==> src/common/fpuPkg.sv <==
// Shared widths, opcodes, rounding modes and request/response structs of the Q16.16 FPU cluster
package fpuPkg;

    localparam int WIDTH    = 32;  // Operand and result width
    localparam int TAG_BITS = 4;   // Caller tag carried back with the result

    typedef enum logic [4:0] {
        OP_ADD,
        OP_SUB,
        OP_MUL,
        OP_DIV,      // Only multi-cycle op
        OP_MADD,
        OP_MSUB,
        OP_NMADD,
        OP_NMSUB,
        OP_SGNJ,
        OP_SGNJN,
        OP_SGNJX,
        OP_MIN,
        OP_MAX,
        OP_EQ,
        OP_LT,
        OP_LE,
        OP_CVTWS,    // Fixed to signed int
        OP_CVTWUS,   // Fixed to unsigned int
        OP_CVTSW,    // Signed int to fixed
        OP_CVTSWU    // Unsigned int to fixed
    } fpuOpE;

    // Same encoding as frm in RISC-V
    typedef enum logic [2:0] {
        RM_RNE = 3'd0,
        RM_RTZ = 3'd1,
        RM_RDN = 3'd2,
        RM_RUP = 3'd3,
        RM_RMM = 3'd4
    } roundE;

    typedef struct packed {
        logic invalid;
        logic divZero;
        logic overflow;
    } fpuFlagsT;

    typedef struct packed {
        fpuOpE               op;
        roundE               frm;
        logic [TAG_BITS-1:0] tag;
        logic [WIDTH-1:0]    valA;
        logic [WIDTH-1:0]    valB;
        logic [WIDTH-1:0]    valC;
    } fpuReqT;

    typedef struct packed {
        logic [TAG_BITS-1:0] tag;
        logic [WIDTH-1:0]    result;
        fpuFlagsT            flags;
    } fpuRespT;

endpackage

==> src/logic/fpuCollect.sv <==
// Response collector acking the lowest finished lane and registering a one-cycle response strobe
`timescale 1ns/1ps

module fpuCollect #(
    parameter int NUM_LANES = 4
) (
    input  logic                 clk,
    input  logic                 rstN,
    input  logic [NUM_LANES-1:0] done,
    input  fpuPkg::fpuRespT      laneResp [NUM_LANES],
    output logic [NUM_LANES-1:0] ack,
    output logic                 respValid,
    output fpuPkg::fpuRespT      resp
);

    localparam int SEL_BITS = (NUM_LANES > 1) ? $clog2(NUM_LANES) : 1;

    logic [SEL_BITS-1:0] sel;

    // Scan down so the lowest done lane wins
    always_comb begin
        sel = '0;
        for (int i = NUM_LANES - 1; i >= 0; i--) begin
            if (done[i]) begin
                sel = SEL_BITS'(i);
            end
        end
    end

    // Lane releases on the edge it sees ack
    assign ack = done & (~done + 1'b1);

    always_ff @(posedge clk or negedge rstN) begin
        if (!rstN) begin
            respValid <= 1'b0;
        end else begin
            respValid <= |done;
        end
    end

    always_ff @(posedge clk) begin
        if (|done) begin
            resp <= laneResp[sel];
        end
    end

    // At most one lane released per cycle
    assert property (@(posedge clk) disable iff (!rstN) $onehot0(ack))
        else $error("fpuCollect: ack not one-hot %b", ack);

endmodule

==> config.mk <==
export PLATFORM = sky130hd
export DESIGN_NAME = fpuCollect
export DESIGN_NICKNAME = d
export VERILOG_FILES = /design/src/common/fpuPkg.sv /design/src/logic/fpuCollect.sv
export SDC_FILE = /design/constraint.sdc
export NUM_CORES = 1
export LEC_CHECK = 0
export ABC_AREA = 1
export BUFFER_PORTS_ARGS = -buffer_cell sky130_fd_sc_hd__buf_2
export CORE_AREA = 3 3 95 97
export DETAILED_ROUTE_END_ITERATION = 10
export DIE_AREA = 0 0 98 100
export GPL_ROUTABILITY_DRIVEN = 1
export PLACE_DENSITY = 0.82
export SYNTH_ARGS = -nofsm -noshare
export SYNTH_HDL_FRONTEND = slang
export SYNTH_SLANG_ARGS = --single-unit
export TNS_END_PERCENT = 20
==> constraint.sdc <==
create_clock -name clk -period 1.5 [get_ports clk]
set_input_delay 0.45 -clock clk [delete_from_list [all_inputs] [get_ports clk]]
set_output_delay 0.45 -clock clk [all_outputs]
set_load 0.01 [all_outputs]
# Yosys cells after proc, flatten, opt, wreduce, memory -nomap -nowiden

Index checks and enable logic that the tools add are counted.

Register bits: 40
Bits of input ports: 162
Word-level logic and storage cells: 19

$add $sub $neg: 1
Order comparisons: 1
Multiplexer cells: 7
Bitwise gates (word level): 3
Reductions and logical operators: 1

Operators by type and width:

| cell                | count |
|---|---|
| $bmux 39 s2         | 1 |
| $mux 39             | 2 |
| $mux 2              | 4 |
| $add 4x1->4 const B | 1 |
| $and 4x4->4         | 1 |
| $not 4->4           | 1 |
| $reduce_or 4->1     | 1 |
| $ge 3x3->1 const B  | 1 |
| $not 2->3           | 1 |

# Logic depth before layout (Yosys ltp)

Depth in word-level cells: 8
Depth in mapped cells: 8
Depth with buffers taken out: 6

# Least setup slack after synthesis

Ideal clock, no wire load.

Path kind: input to register
Start point: in done[3]
End point: reg resp[0] in the netlist's numbering, enable pin
Setup time: 0.529 ns
Data arrival time: 1.368 ns
Setup slack: -0.397 ns
Stages: 2
Cell sequence: nor2_1 nand2_1

Longest elaborated chain between the ends: 1

RTL lines:

| item                   | line             | text |
|---|---|---|
| start: declaration     | fpuCollect.sv:9  | `input logic [NUM_LANES-1:0] done,` |
| $reduce_or 4->1        | fpuCollect.sv:42 | `if (\|done) begin` |
| end signal: assignment | fpuCollect.sv:43 | `resp <= laneResp[sel];` |
| end: declaration       | fpuCollect.sv:13 | `output fpuPkg::fpuRespT resp` |

No other way between the ends.
A chain may end at the register's enable or synchronous reset.

# Worst setup path after layout

Start point: in done[2]
End point: out ack[3]

Longest elaborated chain between the ends: 3

RTL lines:

| item             | line             | text |
|---|---|---|
| $not 4->4        | fpuCollect.sv:31 | `assign ack = done & (~done + 1'b1);` |
| $add 4x1->4      | fpuCollect.sv:31 |  |
| $and 4x4->4      | fpuCollect.sv:31 |  |
| end: declaration | fpuCollect.sv:11 | `output logic [NUM_LANES-1:0] ack,` |

No other way between the ends.

==> flow_summary.yaml <==
pwr:
  leakagePower_uw: 0.00300
  p_per_area_nw_per_um2: 698
  vdd.ir_drop.worst_mv: 0.353
floorplanning:
  rows: 33
  die_h_um: 100
  die_x_um: 98
  initial_utilization_pct: 40.3
  ios: 206
  dieArea_um2: 9800
  core-area_um2: 8220
run_status:
  status: "finished clean"
logic_synthesis:
  synth_area_per_cell_um2: 6.33
  syn-cell-area_um2: 3310
  synthesis.nets: 685
  ys_dominant_reg_cell: "edfxtp_1"
  yosysTopAreaCell: "edfxtp_1"
  synth.top_cell.area_share_pct: 35.4
  synthTopCellsByCount: "nand3_1, inv_1, nand2_1"
  synthCells: 523
  ys_seq_area_share_pct: 36.2
  synth_seq_cells: 40
  yosys_warnings: 0
  post_synth_main_area_contributors: "edfxtp_1, nand3_1, inv_1, nand2_1, buf_2"
  ys_types: 14
  synth-async-reset-ratio_pct: 2.50
  synth-edff-count: 39
  synthMostInstantiatedCell: "nand3_1"
grt:
  track_usage_pct: 20.5
  antenna_found_initial: 0
  grt_first_pass_wirelength_mm: 16.8
  grt_overflow_total: 0
  gr-max-usage-layer: "met2"
  grt_max_degree: 46
  grt_use_met3_pct: 3.34
  grt_pass1_vias: 3861
  grt_use_met1_pct: 23.1
  grtUsageMet2_pct: 38.8
drt:
  drt_iter0_markers: 208
  ant_nets: 0
  totalWireLength_mm: 10.4
  drt_first_pass_iters: 5
  viasPerCell: 4.79
  drc: 0
  vias: 3994
  wl_per_cell_um: 12.5
critical_path:
  cp.required_ns: 1.05
  worstSetupPathType: "input port to output pin"
  cp-end-kind: "output pin"
  start_kind: "input port"
  arrival_ns: 1.03
  cp_max_fo: 3
clock_network:
  clock-sinks: 40
  cts_buffer_depth: 2
  cts_made_buffers: 5
  clkSlewWorstSetupHoldPaths_ns: 0.08
  root_buffer: "clkbuf_8"
  htreeDepth: 2
  cts_tree: "yes"
placement:
  routabilityCongestion: 0.877
  port_buffers: 205
  place_inst: 818
  dp_hpwl_mm: 7.80
  pre_cts_ws_ns: -0.174
sta:
  worst_slack_ns: 0.0175
  hold_violations: 0
  post-route-period-util_pct: 98.8
  max_freq_ghz: 0.675
  worst_slew_pin_slew_ns: 0.331
  slew_headroom_pct: 77.9
  slew_viol_final: 0
  fin_crit_ns: 1.48
  setup_violations: 0
run:
  drv_cap: 0
worst_hold_path:
  hold_path.class: "input port to async pin"
layout:
  antennaDiodeCount: 0
  syn_to_final_growth_pct: 45.0
  utilization_pct: 58.4
  layout.cells.non_filler: 833
  fin_nets: 889
  drive_above_1_share_pct: 34.6
sequential cells by signal, summed over array words and instances, names as in the netlist:
name,cells
resp,39
respValid,1
cell type report:
cell class	count	area (um2)
sequential	40	1200
multi-input combinational	284	1350
clock buffer	8	100
timing repair buffer	234	1410
tap	105	131
inverter	162	611
fill	770	3420
cells in the final DEF, fill, tap and decap left out:
cell           instances
buf_12                10
nor2_2                 1
edfxtp_1              39
buf_2                203
nor2_1                 1
clkbuf_1               1
buf_6                  1
inv_1                158
nand2_1               80
inv_4                  1
nand2_2                2
dlygate4sd3_1          1
nand2_4                1
nand3_1              195
bufbuf_16              1
inv_2                  3
buf_4                 18
nor2_4                 3
dfrtp_1                1
clkbuf_8               7
nand3_2                1
critical path, stage by stage:
cell and delay (ns):
buf_2 0.11, inv_2 0.08, nand2_2 0.06, buf_4 0.14
nor2_4 0.08, buf_6 0.11
kinds of logic after synthesis:
kind of cell | synth area share, %
buf+inv | 23.8
simple gates | 40.1
flops | 36.2
repair_timing:
item	CTS	global route
hold endpoints to repair	1	0
resized for setup	3	8
setup buffers	0	5
pin swaps	0	1
hold buffers	1	0
cloned	1	0
setup endpoints to repair	3	3
worst max-delay path by stage:
stage | start | endpoint
floorplan | done[3] | resp[0]
global placement | done[0] | resp[27]
detailed placement | done[0] | resp[4]
CTS | done[0] | ack[2]
global route | done[0] | ack[1]
finish | done[2] | ack[3]
through the flow:
stage	hold WS, ns	cell area [um2]	TNS, ns	total power, uW
3_5_place_dp	0.229	4580	-6.47	2550
3_3_place_gp	0.226	4580	-4.76	2530
5_1_grt	0.481	4800	-0.0213	3550
4_1_cts	0.449	4730	-0.0537	3360
2_1_floorplan	0.154	3310	-1.31	2030
6_report	0.491	4800	0	3350
power by group:
part           switching (uW)  leakage (uW)  total [uW]  internal (uW)
Combinational             591       0.00253        1110            522
Sequential               40.8      0.000416        1440           1400
Clock                     370     0.0000515         790            420
Total                    1000       0.00300        3350           2340
layer usage:
metal / share of wire, % / wire length, um
met1: 38 / 3940
met2: 52 / 5470
met3: 7.8 / 819
met4: 2.1 / 224
met5: 0 / 0
No activity file was read; power rests on OpenSTA's default activity.
