==> config.mk <==
export PLATFORM = sky130hd
export DESIGN_NAME = fpuLane
export DESIGN_NICKNAME = d
export VERILOG_FILES = /design/src/common/fpuPkg.sv /design/src/fpuLane/fixConvert.sv /design/src/fpuLane/fixDivider.sv /design/src/fpuLane/fpuLane.sv
export SDC_FILE = /design/constraint.sdc
export NUM_CORES = 2
export LEC_CHECK = 0
export ABC_AREA = 1
export BUFFER_PORTS_ARGS = -buffer_cell sky130_fd_sc_hd__buf_4
export CORE_MARGIN = 4
export CORE_UTILIZATION = 50
export DETAILED_ROUTE_END_ITERATION = 7
export GPL_TIMING_DRIVEN = 0
export PLACE_DENSITY = 0.72
export SLEW_MARGIN = 20
export SYNTH_ARGS = -nofsm -noshare
export SYNTH_HDL_FRONTEND = slang
export SYNTH_SLANG_ARGS = --single-unit
export TNS_END_PERCENT = 50
==> constraint.sdc <==
create_clock -name clk -period 12.1 [get_ports clk]
set_input_delay 2.42 -clock clk [delete_from_list [all_inputs] [get_ports clk]]
set_output_delay 2.42 -clock clk [all_outputs]
set_load 0.01 [all_outputs]
==> src/common/fpuPkg.sv <==
// Shared widths, opcodes, rounding modes and request/response structs of the Q16.16 FPU cluster
package fpuPkg;

    localparam int WIDTH    = 32;  // Operand and result width
    localparam int TAG_BITS = 4;   // Caller tag carried back with the result

    typedef enum logic [4:0] {
        OP_ADD,
        OP_SUB,
        OP_MUL,
        OP_DIV,      // Only multi-cycle op
        OP_MADD,
        OP_MSUB,
        OP_NMADD,
        OP_NMSUB,
        OP_SGNJ,
        OP_SGNJN,
        OP_SGNJX,
        OP_MIN,
        OP_MAX,
        OP_EQ,
        OP_LT,
        OP_LE,
        OP_CVTWS,    // Fixed to signed int
        OP_CVTWUS,   // Fixed to unsigned int
        OP_CVTSW,    // Signed int to fixed
        OP_CVTSWU    // Unsigned int to fixed
    } fpuOpE;

    // Same encoding as frm in RISC-V
    typedef enum logic [2:0] {
        RM_RNE = 3'd0,
        RM_RTZ = 3'd1,
        RM_RDN = 3'd2,
        RM_RUP = 3'd3,
        RM_RMM = 3'd4
    } roundE;

    typedef struct packed {
        logic invalid;
        logic divZero;
        logic overflow;
    } fpuFlagsT;

    typedef struct packed {
        fpuOpE               op;
        roundE               frm;
        logic [TAG_BITS-1:0] tag;
        logic [WIDTH-1:0]    valA;
        logic [WIDTH-1:0]    valB;
        logic [WIDTH-1:0]    valC;
    } fpuReqT;

    typedef struct packed {
        logic [TAG_BITS-1:0] tag;
        logic [WIDTH-1:0]    result;
        fpuFlagsT            flags;
    } fpuRespT;

endpackage

==> src/fpuLane/fixConvert.sv <==
// Fixed/integer converter with frm rounding toward integer and saturation toward fixed point
`timescale 1ns/1ps

module fixConvert #(
    parameter int FRAC_BITS = 16
) (
    input  logic [fpuPkg::WIDTH-1:0] value,
    input  fpuPkg::fpuOpE            op,
    input  fpuPkg::roundE            frm,
    output logic [fpuPkg::WIDTH-1:0] converted,
    output logic                     invalid,
    output logic                     overflow
);
    import fpuPkg::*;

    localparam int INT_BITS = WIDTH - FRAC_BITS;
    localparam logic [WIDTH-1:0] SAT_POS = {1'b0, {(WIDTH-1){1'b1}}};
    localparam logic [WIDTH-1:0] SAT_NEG = {1'b1, {(WIDTH-1){1'b0}}};

    logic signed [WIDTH:0] intPart;   // Guard bit for the round-up carry
    logic signed [WIDTH:0] rounded;
    logic                  neg;
    logic                  half;
    logic                  rest;
    logic                  roundUp;
    logic [FRAC_BITS:0]    hiBits;    // Bits lost by the left shift plus new sign

    assign neg     = value[WIDTH-1];
    assign half    = value[FRAC_BITS-1];
    assign rest    = |value[FRAC_BITS-2:0];
    assign intPart = $signed(value) >>> FRAC_BITS;  // Floor
    assign hiBits  = value[WIDTH-1:INT_BITS-1];

    // Increment over the floored integer
    always_comb begin
        case (frm)
            RM_RTZ:  roundUp = neg && (half || rest);
            RM_RDN:  roundUp = 1'b0;
            RM_RUP:  roundUp = half || rest;
            RM_RMM:  roundUp = half && (rest || !neg);  // Ties away from zero
            default: roundUp = half && (rest || intPart[0]);  // RNE and reserved codes
        endcase
    end

    assign rounded = intPart + $signed({1'b0, roundUp});

    always_comb begin
        converted = '0;
        invalid   = 1'b0;
        overflow  = 1'b0;
        case (op)
            OP_CVTWS: begin
                if (rounded[WIDTH] != rounded[WIDTH-1]) begin
                    invalid   = 1'b1;
                    converted = rounded[WIDTH] ? SAT_NEG : SAT_POS;
                end else begin
                    converted = rounded[WIDTH-1:0];
                end
            end
            OP_CVTWUS: begin
                invalid   = rounded[WIDTH];  // Negative after rounding
                converted = rounded[WIDTH] ? '0 : rounded[WIDTH-1:0];
            end
            OP_CVTSW: begin
                if (hiBits == '0 || hiBits == '1) begin
                    converted = value << FRAC_BITS;
                end else begin
                    overflow  = 1'b1;
                    converted = neg ? SAT_NEG : SAT_POS;
                end
            end
            OP_CVTSWU: begin
                overflow  = (hiBits != '0);
                converted = (hiBits != '0) ? SAT_POS : value << FRAC_BITS;
            end
            default: converted = '0;
        endcase
    end

endmodule

==> src/fpuLane/fixDivider.sv <==
// Restoring divider for signed Q-format operands with divide-by-zero and overflow saturation
`timescale 1ns/1ps

module fixDivider #(
    parameter int FRAC_BITS = 16
) (
    input  logic                            clk,
    input  logic                            rstN,
    input  logic                            go,
    input  logic signed [fpuPkg::WIDTH-1:0] dividend,
    input  logic signed [fpuPkg::WIDTH-1:0] divisor,
    output logic        [fpuPkg::WIDTH-1:0] quotient,
    output logic                            divZero,
    output logic                            overflow,
    output logic                            divDone
);
    import fpuPkg::*;

    localparam int NUM_BITS = WIDTH + FRAC_BITS;  // One quotient bit per step
    localparam int CNT_BITS = $clog2(NUM_BITS);
    localparam logic [WIDTH-1:0] SAT_POS = {1'b0, {(WIDTH-1){1'b1}}};
    localparam logic [WIDTH-1:0] SAT_NEG = {1'b1, {(WIDTH-1){1'b0}}};

    logic                running;
    logic [CNT_BITS-1:0] stepCnt;
    logic [NUM_BITS-1:0] numQ;    // Numerator shifts out as quotient shifts in
    logic [WIDTH-1:0]    remR;
    logic [WIDTH-1:0]    divMag;
    logic                negRes;
    logic                negA;
    logic                zeroDiv;
    logic [WIDTH-1:0]    magA;
    logic [WIDTH-1:0]    magB;
    logic [WIDTH:0]      trial;
    logic                trialGe;
    logic                fitsPos;
    logic                fitsNeg;

    // 0x80000000 maps to 2^31 as unsigned
    assign magA = dividend[WIDTH-1] ? -dividend : dividend;
    assign magB = divisor[WIDTH-1] ? -divisor : divisor;

    assign trial   = {remR, numQ[NUM_BITS-1]};
    assign trialGe = (trial >= {1'b0, divMag});

    always_ff @(posedge clk or negedge rstN) begin
        if (!rstN) begin
            running <= 1'b0;
            stepCnt <= '0;
            divDone <= 1'b0;
        end else begin
            divDone <= running && (stepCnt == CNT_BITS'(NUM_BITS - 1));  // Single pulse
            if (go) begin
                running <= 1'b1;
                stepCnt <= '0;
            end else if (running) begin
                stepCnt <= stepCnt + 1'b1;
                if (stepCnt == CNT_BITS'(NUM_BITS - 1)) begin
                    running <= 1'b0;
                end
            end
        end
    end

    always_ff @(posedge clk) begin
        if (go) begin
            numQ    <= {magA, {FRAC_BITS{1'b0}}};  // Pre-scale by FRAC_BITS
            remR    <= '0;
            divMag  <= magB;
            negRes  <= dividend[WIDTH-1] ^ divisor[WIDTH-1];
            negA    <= dividend[WIDTH-1];
            zeroDiv <= (divisor == '0);
        end else if (running) begin
            numQ <= {numQ[NUM_BITS-2:0], trialGe};
            remR <= trialGe ? WIDTH'(trial - divMag) : trial[WIDTH-1:0];
        end
    end

    // Negative side holds one more magnitude
    assign fitsPos = (numQ[NUM_BITS-1:WIDTH-1] == '0);
    assign fitsNeg = fitsPos || (numQ == (NUM_BITS'(1) << (WIDTH - 1)));

    always_comb begin
        divZero  = zeroDiv;
        overflow = 1'b0;
        if (zeroDiv) begin
            quotient = negA ? SAT_NEG : SAT_POS;  // Sign of dividend
        end else if (negRes ? !fitsNeg : !fitsPos) begin
            overflow = 1'b1;
            quotient = negRes ? SAT_NEG : SAT_POS;
        end else begin
            quotient = negRes ? WIDTH'(-numQ) : numQ[WIDTH-1:0];  // Truncates toward zero
        end
    end

endmodule

==> src/fpuLane/fpuLane.sv <==
// FPU lane decoding one request, computing single-cycle results and sequencing the divider
`timescale 1ns/1ps

module fpuLane #(
    parameter int FRAC_BITS = 16
) (
    input  logic            clk,
    input  logic            rstN,
    input  logic            start,
    input  fpuPkg::fpuReqT  laneReq,
    input  logic            ack,
    output logic            laneBusy,
    output logic            done,
    output fpuPkg::fpuRespT laneResp
);
    import fpuPkg::*;

    typedef enum logic [1:0] {
        IDLE,
        DIVIDE,
        HOLD
    } laneStateE;

    laneStateE state;
    logic      pending;  // Single-cycle op latched and computing
    fpuReqT    curReq;

    logic signed [WIDTH-1:0]   opA;
    logic signed [WIDTH-1:0]   opB;
    logic signed [WIDTH-1:0]   opC;
    logic signed [WIDTH:0]     sumAB;
    logic signed [WIDTH:0]     difAB;
    logic signed [2*WIDTH-1:0] prodFull;
    logic signed [2*WIDTH-1:0] prodQ;
    logic signed [2*WIDTH-1:0] macRes;
    logic                      macOvf;
    logic        [WIDTH-1:0]   aluRes;
    fpuFlagsT                  aluFlags;

    logic             divGo;
    logic             divDone;
    logic             divZero;
    logic             divOvf;
    logic [WIDTH-1:0] quotient;
    logic [WIDTH-1:0] cvtRes;
    logic             cvtInvalid;
    logic             cvtOvf;

    assign opA = curReq.valA;
    assign opB = curReq.valB;
    assign opC = curReq.valC;

    // One extra bit catches signed overflow
    assign sumAB = opA + opB;
    assign difAB = opA - opB;

    assign prodFull = opA * opB;
    assign prodQ    = prodFull >>> FRAC_BITS;  // Floor toward minus infinity

    // Product or its negation, plus or minus valC
    always_comb begin
        case (curReq.op)
            OP_MADD:  macRes = prodQ + opC;
            OP_MSUB:  macRes = prodQ - opC;
            OP_NMSUB: macRes = opC - prodQ;
            OP_NMADD: macRes = -prodQ - opC;
            default:  macRes = prodQ;
        endcase
    end

    // High part must be pure sign extension
    assign macOvf = !((macRes[2*WIDTH-1:WIDTH-1] == '0) || (macRes[2*WIDTH-1:WIDTH-1] == '1));

    always_comb begin
        aluRes   = '0;
        aluFlags = '0;
        case (curReq.op)
            OP_ADD: begin
                aluRes            = sumAB[WIDTH-1:0];  // Wraps
                aluFlags.overflow = sumAB[WIDTH] ^ sumAB[WIDTH-1];
            end
            OP_SUB: begin
                aluRes            = difAB[WIDTH-1:0];
                aluFlags.overflow = difAB[WIDTH] ^ difAB[WIDTH-1];
            end
            OP_MUL, OP_MADD, OP_MSUB, OP_NMADD, OP_NMSUB: begin
                aluRes            = macRes[WIDTH-1:0];
                aluFlags.overflow = macOvf;
            end
            OP_SGNJ:  aluRes = {opB[WIDTH-1], opA[WIDTH-2:0]};
            OP_SGNJN: aluRes = {~opB[WIDTH-1], opA[WIDTH-2:0]};
            OP_SGNJX: aluRes = {opA[WIDTH-1] ^ opB[WIDTH-1], opA[WIDTH-2:0]};
            OP_MIN:   aluRes = (opA < opB) ? opA : opB;
            OP_MAX:   aluRes = (opA < opB) ? opB : opA;
            OP_EQ:    aluRes = WIDTH'(opA == opB);
            OP_LT:    aluRes = WIDTH'(opA < opB);
            OP_LE:    aluRes = WIDTH'(opA <= opB);
            OP_CVTWS, OP_CVTWUS, OP_CVTSW, OP_CVTSWU: begin
                aluRes            = cvtRes;
                aluFlags.invalid  = cvtInvalid;
                aluFlags.overflow = cvtOvf;
            end
            default:  aluFlags.invalid = 1'b1;  // Unused encodings
        endcase
    end

    fixConvert #(
        .FRAC_BITS(FRAC_BITS)
    ) uConvert (
        .value    (curReq.valA),
        .op       (curReq.op),
        .frm      (curReq.frm),
        .converted(cvtRes),
        .invalid  (cvtInvalid),
        .overflow (cvtOvf)
    );

    // Divider loads operands straight off the request bus
    assign divGo = start && (laneReq.op == OP_DIV);

    fixDivider #(
        .FRAC_BITS(FRAC_BITS)
    ) uDivider (
        .clk     (clk),
        .rstN    (rstN),
        .go      (divGo),
        .dividend(laneReq.valA),
        .divisor (laneReq.valB),
        .quotient(quotient),
        .divZero (divZero),
        .overflow(divOvf),
        .divDone (divDone)
    );

    always_ff @(posedge clk or negedge rstN) begin
        if (!rstN) begin
            state   <= IDLE;
            pending <= 1'b0;
        end else begin
            pending <= start && (laneReq.op != OP_DIV);
            case (state)
                IDLE: begin
                    if (divGo) begin
                        state <= DIVIDE;
                    end else if (pending) begin
                        state <= HOLD;  // Result registered this edge
                    end
                end
                DIVIDE: begin
                    if (divDone) begin
                        state <= HOLD;
                    end
                end
                HOLD: begin
                    if (ack) begin
                        state <= IDLE;
                    end
                end
                default: state <= IDLE;
            endcase
        end
    end

    always_ff @(posedge clk) begin
        if (start) begin
            curReq <= laneReq;
        end
        if (pending) begin
            laneResp <= {curReq.tag, aluRes, aluFlags};
        end else if (state == DIVIDE && divDone) begin
            laneResp <= {curReq.tag, quotient, 1'b0, divZero, divOvf};
        end
    end

    assign laneBusy = pending || (state != IDLE);
    assign done     = (state == HOLD);

    // Dispatcher must only pick a lane that is free
    assert property (@(posedge clk) disable iff (!rstN) start |-> !laneBusy)
        else $error("fpuLane: start while busy");

endmodule

# Word level (Yosys, flattened, before mapping)
# Cells that the tools add are included.
[totals] reg_bits=273 output_inout_bits=41 elab_cells=157
[op_classes] addsub=13 mul=1 n_lt_le_gt_ge=3 n_eq_ne=35 n_mux=43 bitwise_logic=5 reduce_logical=33
[ops] operator="$mux 32" n=15
[ops] operator="$pmux 32 s12" n=1
[ops] operator="$pmux 64 s4" n=1
[ops] operator="$pmux 32 s4" n=1
[ops] operator="$mux 48" n=2
[ops] operator="$neg 32->32" n=3
[ops] operator="$mux 39" n=2
[ops] operator="$mul 32x32->64" n=1
[ops] operator="$neg 48->64" n=1
[ops] operator="$sub 64x32->64" n=1
[ops] operator="$add 48x32->49" n=1
[ops] operator="$sub 32x48->49" n=1
[ops] operator="$sub 48x32->49" n=1
[ops] operator="$eq 48x32->1 const B" n=1
[ops] operator="$eq 5x4->1 const B" n=8
[ops] operator="$logic_not 17->1" n=2
[ops] operator="$add 32x32->33" n=1
[ops] operator="$eq 33x33->1 const B" n=1
[ops] operator="$ge 33x32->1" n=1
[ops] operator="$logic_not 33->1" n=1
[ops] operator="$sub 32x32->33" n=1
[ops] operator="$eq 32x32->1" n=1
[ops] operator="$le 32x32->1" n=1
[ops] operator="$logic_not 32->1" n=1
[ops] operator="40 further kinds" n=83

# Depth between registers and ports, before layout
[logic_depth] word_depth=10 mapped_depth=60

# Hierarchy
# From an unflattened synthesis, not the netlist that was laid out.
[hier_totals] hier_cells=11656 area_unflattened_um2=78222.5
[by_module_without_submodules] mod="fpuLane" n_inst=1 cells_per_inst=9684 area_per_inst_um2=66227.3 seq_area_each_um2=4479.3
[by_module_without_submodules] mod="fixDivider" n_inst=1 cells_per_inst=1719 area_per_inst_um2=10659.0 seq_area_each_um2=3173.0
[by_module_without_submodules] mod="fixConvert" n_inst=1 cells_per_inst=253 area_per_inst_um2=1336.3 seq_area_each_um2=0.0

# Worst setup path before layout
# No wires, ideal clock.
[synth_timing] path_kind="reg2reg" start="register curReq, in the netlist opA[31]" end="register laneResp[0] in the netlist's numbering, data pin" setup_ns=0.253 t_arrival_ns=9.947 required_time_ns=11.847 setup_slack_ns=1.900 stages_incl_launch_ff=48 synth_period_minus_slack_ns=10.200 path_cell_list="edfxtp_1 > clkbuf_1 > buf_1 > nand2_1 > inv_1 > fa_1 > fa_1 > fa_1 > inv_1 > fa_1 > fa_1 > fa_1 > fa_1 > fa_1 > inv_1 > ha_1 > nand2_1 > nor2_1 > [... 12 more ...] > ha_1 > inv_1 > nor3_1 > inv_1 > nor3_1 > o21ai_0 > nand3_1 > nand2_1 > nand3_1 > nand4_1 > nand2_1 > nand2_1 > nor2_1 > nand3_1 > nand3_1 > nand2_1 > nand2_1 > nand2_1"
[synth_between] elab_chain_cells=9 word_cells_on_any_way=23
[synth_lines] item="start: declaration" line_no="fpuLane.sv:26" rtl="fpuReqT curReq;"
[synth_lines] item="start signal: assignment" line_no="fpuLane.sv:166" rtl="curReq <= laneReq;"
[synth_lines] item="$mul 32x32->64" line_no="fpuLane.sv:57" rtl="assign prodFull = opA * opB;"
[synth_lines] item="$neg 48->64" line_no="fpuLane.sv:66" rtl="OP_NMADD: macRes = -prodQ - opC;"
[synth_lines] item="$sub 64x32->64" line_no="fpuLane.sv:66"
[synth_lines] item="$pmux 64 s4" line_no="fpuLane.sv:62" rtl="case (curReq.op)"
[synth_lines] item="$eq 33x33->1 / $logic_not 33->1 (equally long branches)" line_no="fpuLane.sv:72" rtl="assign macOvf = !((macRes[2*WIDTH-1:WIDTH-1] == '0) || (macRes[2*WIDTH-1:WIDTH-1] == '1));"
[synth_lines] item="$logic_or 1x1->1" line_no="fpuLane.sv:72"
[synth_lines] item="$logic_not 1->1" line_no="fpuLane.sv:72"
[synth_lines] item="$pmux 1 s4 (*)" line_no="fpuLane.sv:77" rtl="case (curReq.op)"
[synth_lines] item="$mux 39 (*)" line_no="fpuLane.sv:168" rtl="if (pending) begin"
[synth_lines] item="end signal: assignment" line_no="fpuLane.sv:169" rtl="laneResp <= {curReq.tag, aluRes, aluFlags};"
[synth_lines] item="end signal: assignment" line_no="fpuLane.sv:171" rtl="laneResp <= {curReq.tag, quotient, 1'b0, divZero, divOvf};"
[synth_lines] item="end: declaration" line_no="fpuLane.sv:14" rtl="output fpuPkg::fpuRespT laneResp"
# Every way passes the cells marked *; elsewhere a longest branch is shown, timed or not.
# A chain may end at the register's enable or synchronous reset.

# Final worst setup path
[layout_timing] start="register curReq, in the netlist opA[0]" end="register laneResp[19] in the netlist's numbering, data pin"
[layout_between] elab_chain_cells=10 word_cells_on_any_way=30
[layout_lines] item="branches (longest 8 deep; another with $mul 32x32->64)"
[layout_lines] item="$pmux 32 s12 (*)" line_no="fpuLane.sv:77"
[layout_lines] item="$mux 39 (*)" line_no="fpuLane.sv:168"
# Mark *: on every way between the ends.

==> impl_metrics.ini <==
[sta]
tightest_slew_ps = 1350
period_needed_ps = 12210
worst_slack_ps = -109
hold_viol = 0
min_period_over_period_pct = 101
finalMaxSlewViolations = 0
finalClockSkew_ps = 22.6
max_freq_mhz = 81.9
rsz0062_at_grt = true
setup_viol = 4
max-slew-margin-rel_pct = 10.3

[yosys]
synth-seq-cells = 273
synthArstFlopShare_pct = 4.03
ys_seq_area_share_pct = 10.1
synth_nets = 12900
synth_cells = 11100
yosys_warnings = 0
synth.area.mux_share_pct = 0
synth_compound_area_share_pct = 10.5
yosys.area_share.simple_pct = 24.3
postSynthAreaPerCell_um2 = 6.83
synth-main-ff-cell = edfxtp_1
synth_xor_xnor_area_share_pct = 1.96
yosysUniqueCellTypes = 64
synth-edff-count = 213
synthAdderAreaFrac_pct = 37.8
synth_top_family_by_area = adder cells
synth_area_um2 = 76000

[final_layout]
utilization_pct = 55.6
nFillCells = 14700
drive_gt1_share_pct = 8.06
final_cell_mix = 2893 x nand2_1, 2635 x inv_1, 1064 x fa_1
layout.nets = 13100
final_common_cell = nand2_1
syn2layout_area_growth_pct = 9.98

[clocking]
clkLatencyLatePin_ps = 610
cts_buffers = 25
htree_levels = 1
cts.path.max_buffers = 3
clkSinkCount = 273
cts_hold_buf = 0
cts-root-buf = clkbuf_16
cts.reportedPaths.clkPinSlew_ps = 70
cts_tree = done

[critical_path]
crit_path_end_kind = flip-flop
cp.arrival_ps = 12510
cp-start-kind = flip-flop
critical_path_class = flip-flop to flip-flop
required_ps = 12400
cp_slowest_cell = fa_1
cp_common_cell = fa_1
r2r_setup_slack_ps = -110
slowest_delay_ps = 660
crit_fanout = 10
cp_top_family = adder cells
path_buf_inv = 8

[placed_design]
place_hpwl_um = 324000
routabilityCongestion = 1.11
port-buffer-count = 152
pre_cts_slack_ps = -2410

[floorplanning]
num_rows = 142
coreArea_um2 = 150000
io_pins = 153
die_y_um = 398
start_util_pct = 50.5
fp.dieW_um = 398
dieArea_um2 = 158000

[routing]
drt-initial-drc-count = 11200
dr_total_vias = 80300
vias_per_cell = 5.97
wl_per_cell_um = 29.1
drt-total-wl_um = 391000
drtPass1Iterations = 8
drc = 26
ant_nets = 0

[global_route]
gr-total-overflow = 0
grt_pass1_wl_um = 544000
grt_antenna_before_repair = 31
grt_start_max_net_pins = 111
grt_pass1_vias = 77800
grt_usage_pct = 48.4

[min_path]
hold_path_class = flip-flop to flip-flop

[status]
violations = DRC, setup timing
outcome = complete, but fails checks

[run]
maxCapViolations = 0
per-stage QoR:
step	hold WS (ps)	setup TNS, ps	cells	area [um^2]
after CTS	483	-187	13400	81900
after global routing	504	-308	13400	83500
after detailed placement	471	-25980	13300	79900
final	480	-256	13400	83500
after floorplan	445	0	11100	76000
after global placement	460	-30030	13300	79600
worst min-delay path, cell delays in order (launching register included):
cell	delay, ps
dfxtp_1	330
nand2_1	70
nand2_1	50
cell type report:
class                   count  area, um^2  share of cell area, %
multi-input cells        7779       57900                   69.3
inverters                2664       10100                   12.0
flip-flops and latches    273        7650                   9.16
well taps                2016        2520                   3.02
plain buffers             403        2340                   2.80
repair buffers            241        2120                   2.54
clock buffers              28         637                  0.762
clock inverters            18         253                  0.303
diodes                     26        65.1                 0.0779
what timing repair did:
action,4_1_cts,5_1_grt
gates resized for setup,303,499
setup buffers,42,35
setup endpoints to repair,23,23
pin swaps,8,24
synth_stat cells, drive strengths merged, types with 49 or more instances:
master,instances,area (um^2)
nand2,2920,11000
a21oi,631,3170
ha,555,6940
clkbuf,308,1170
nor2,797,3000
nand4,115,719
xor2,123,1080
nor3,123,732
nand3,489,2470
buf,95,465
edfxtp,213,6400
o21ai,506,2540
inv,2657,9970
dfxtp,49,981
o21bai,56,424
fa,1088,21800
sequential cells by signal (all words and copies together) (netlist names):
register	count
opC	32
state	2
uDivider.divDone	1
opA	32
laneResp	39
curReq	12
uDivider.numQ	48
uDivider.negA	1
uDivider.divMag	32
opB	32
uDivider.divZero	1
uDivider.running	1
uDivider.stepCnt	6
pending	1
uDivider.remR	32
uDivider.negRes	1
routing by layer:
metal	part of all wire [%]	GRT usage (%)	up-vias
li1	-	-	34300
met4	9.6	34.9	20
met3	15	19.3	1576
met2	40	69.7	6117
met1	35	58.6	38300
met5	0.17	0	-
worst paths after layout:
kind	startpoint	to	cells after the start
worst max-delay path	opA[0]	laneResp[19]	39
worst min-delay path	uDivider.remR[21]	uDivider.remR[21]	2
worst max register to register	opA[0]	laneResp[19]	39
worst min register to register	uDivider.remR[21]	uDivider.remR[21]	2
max in group asynchronous	rstN	uDivider.stepCnt[1]	1
min in group asynchronous	rstN	pending	1
logic make-up (layout without fill, tap and decap cells):
family,count (synthesis),count (layout)
xor+xnor,170,170
buf+inv,3067,3354
other cells,0,26
flops,273,273
fa+ha+maj,1643,1643
compound gates,1430,1430
simple gates,4536,4536
Power is left out: the tool's default activity adds up to more than one toggle a clock period on the data nets, which glitch-free logic cannot reach.
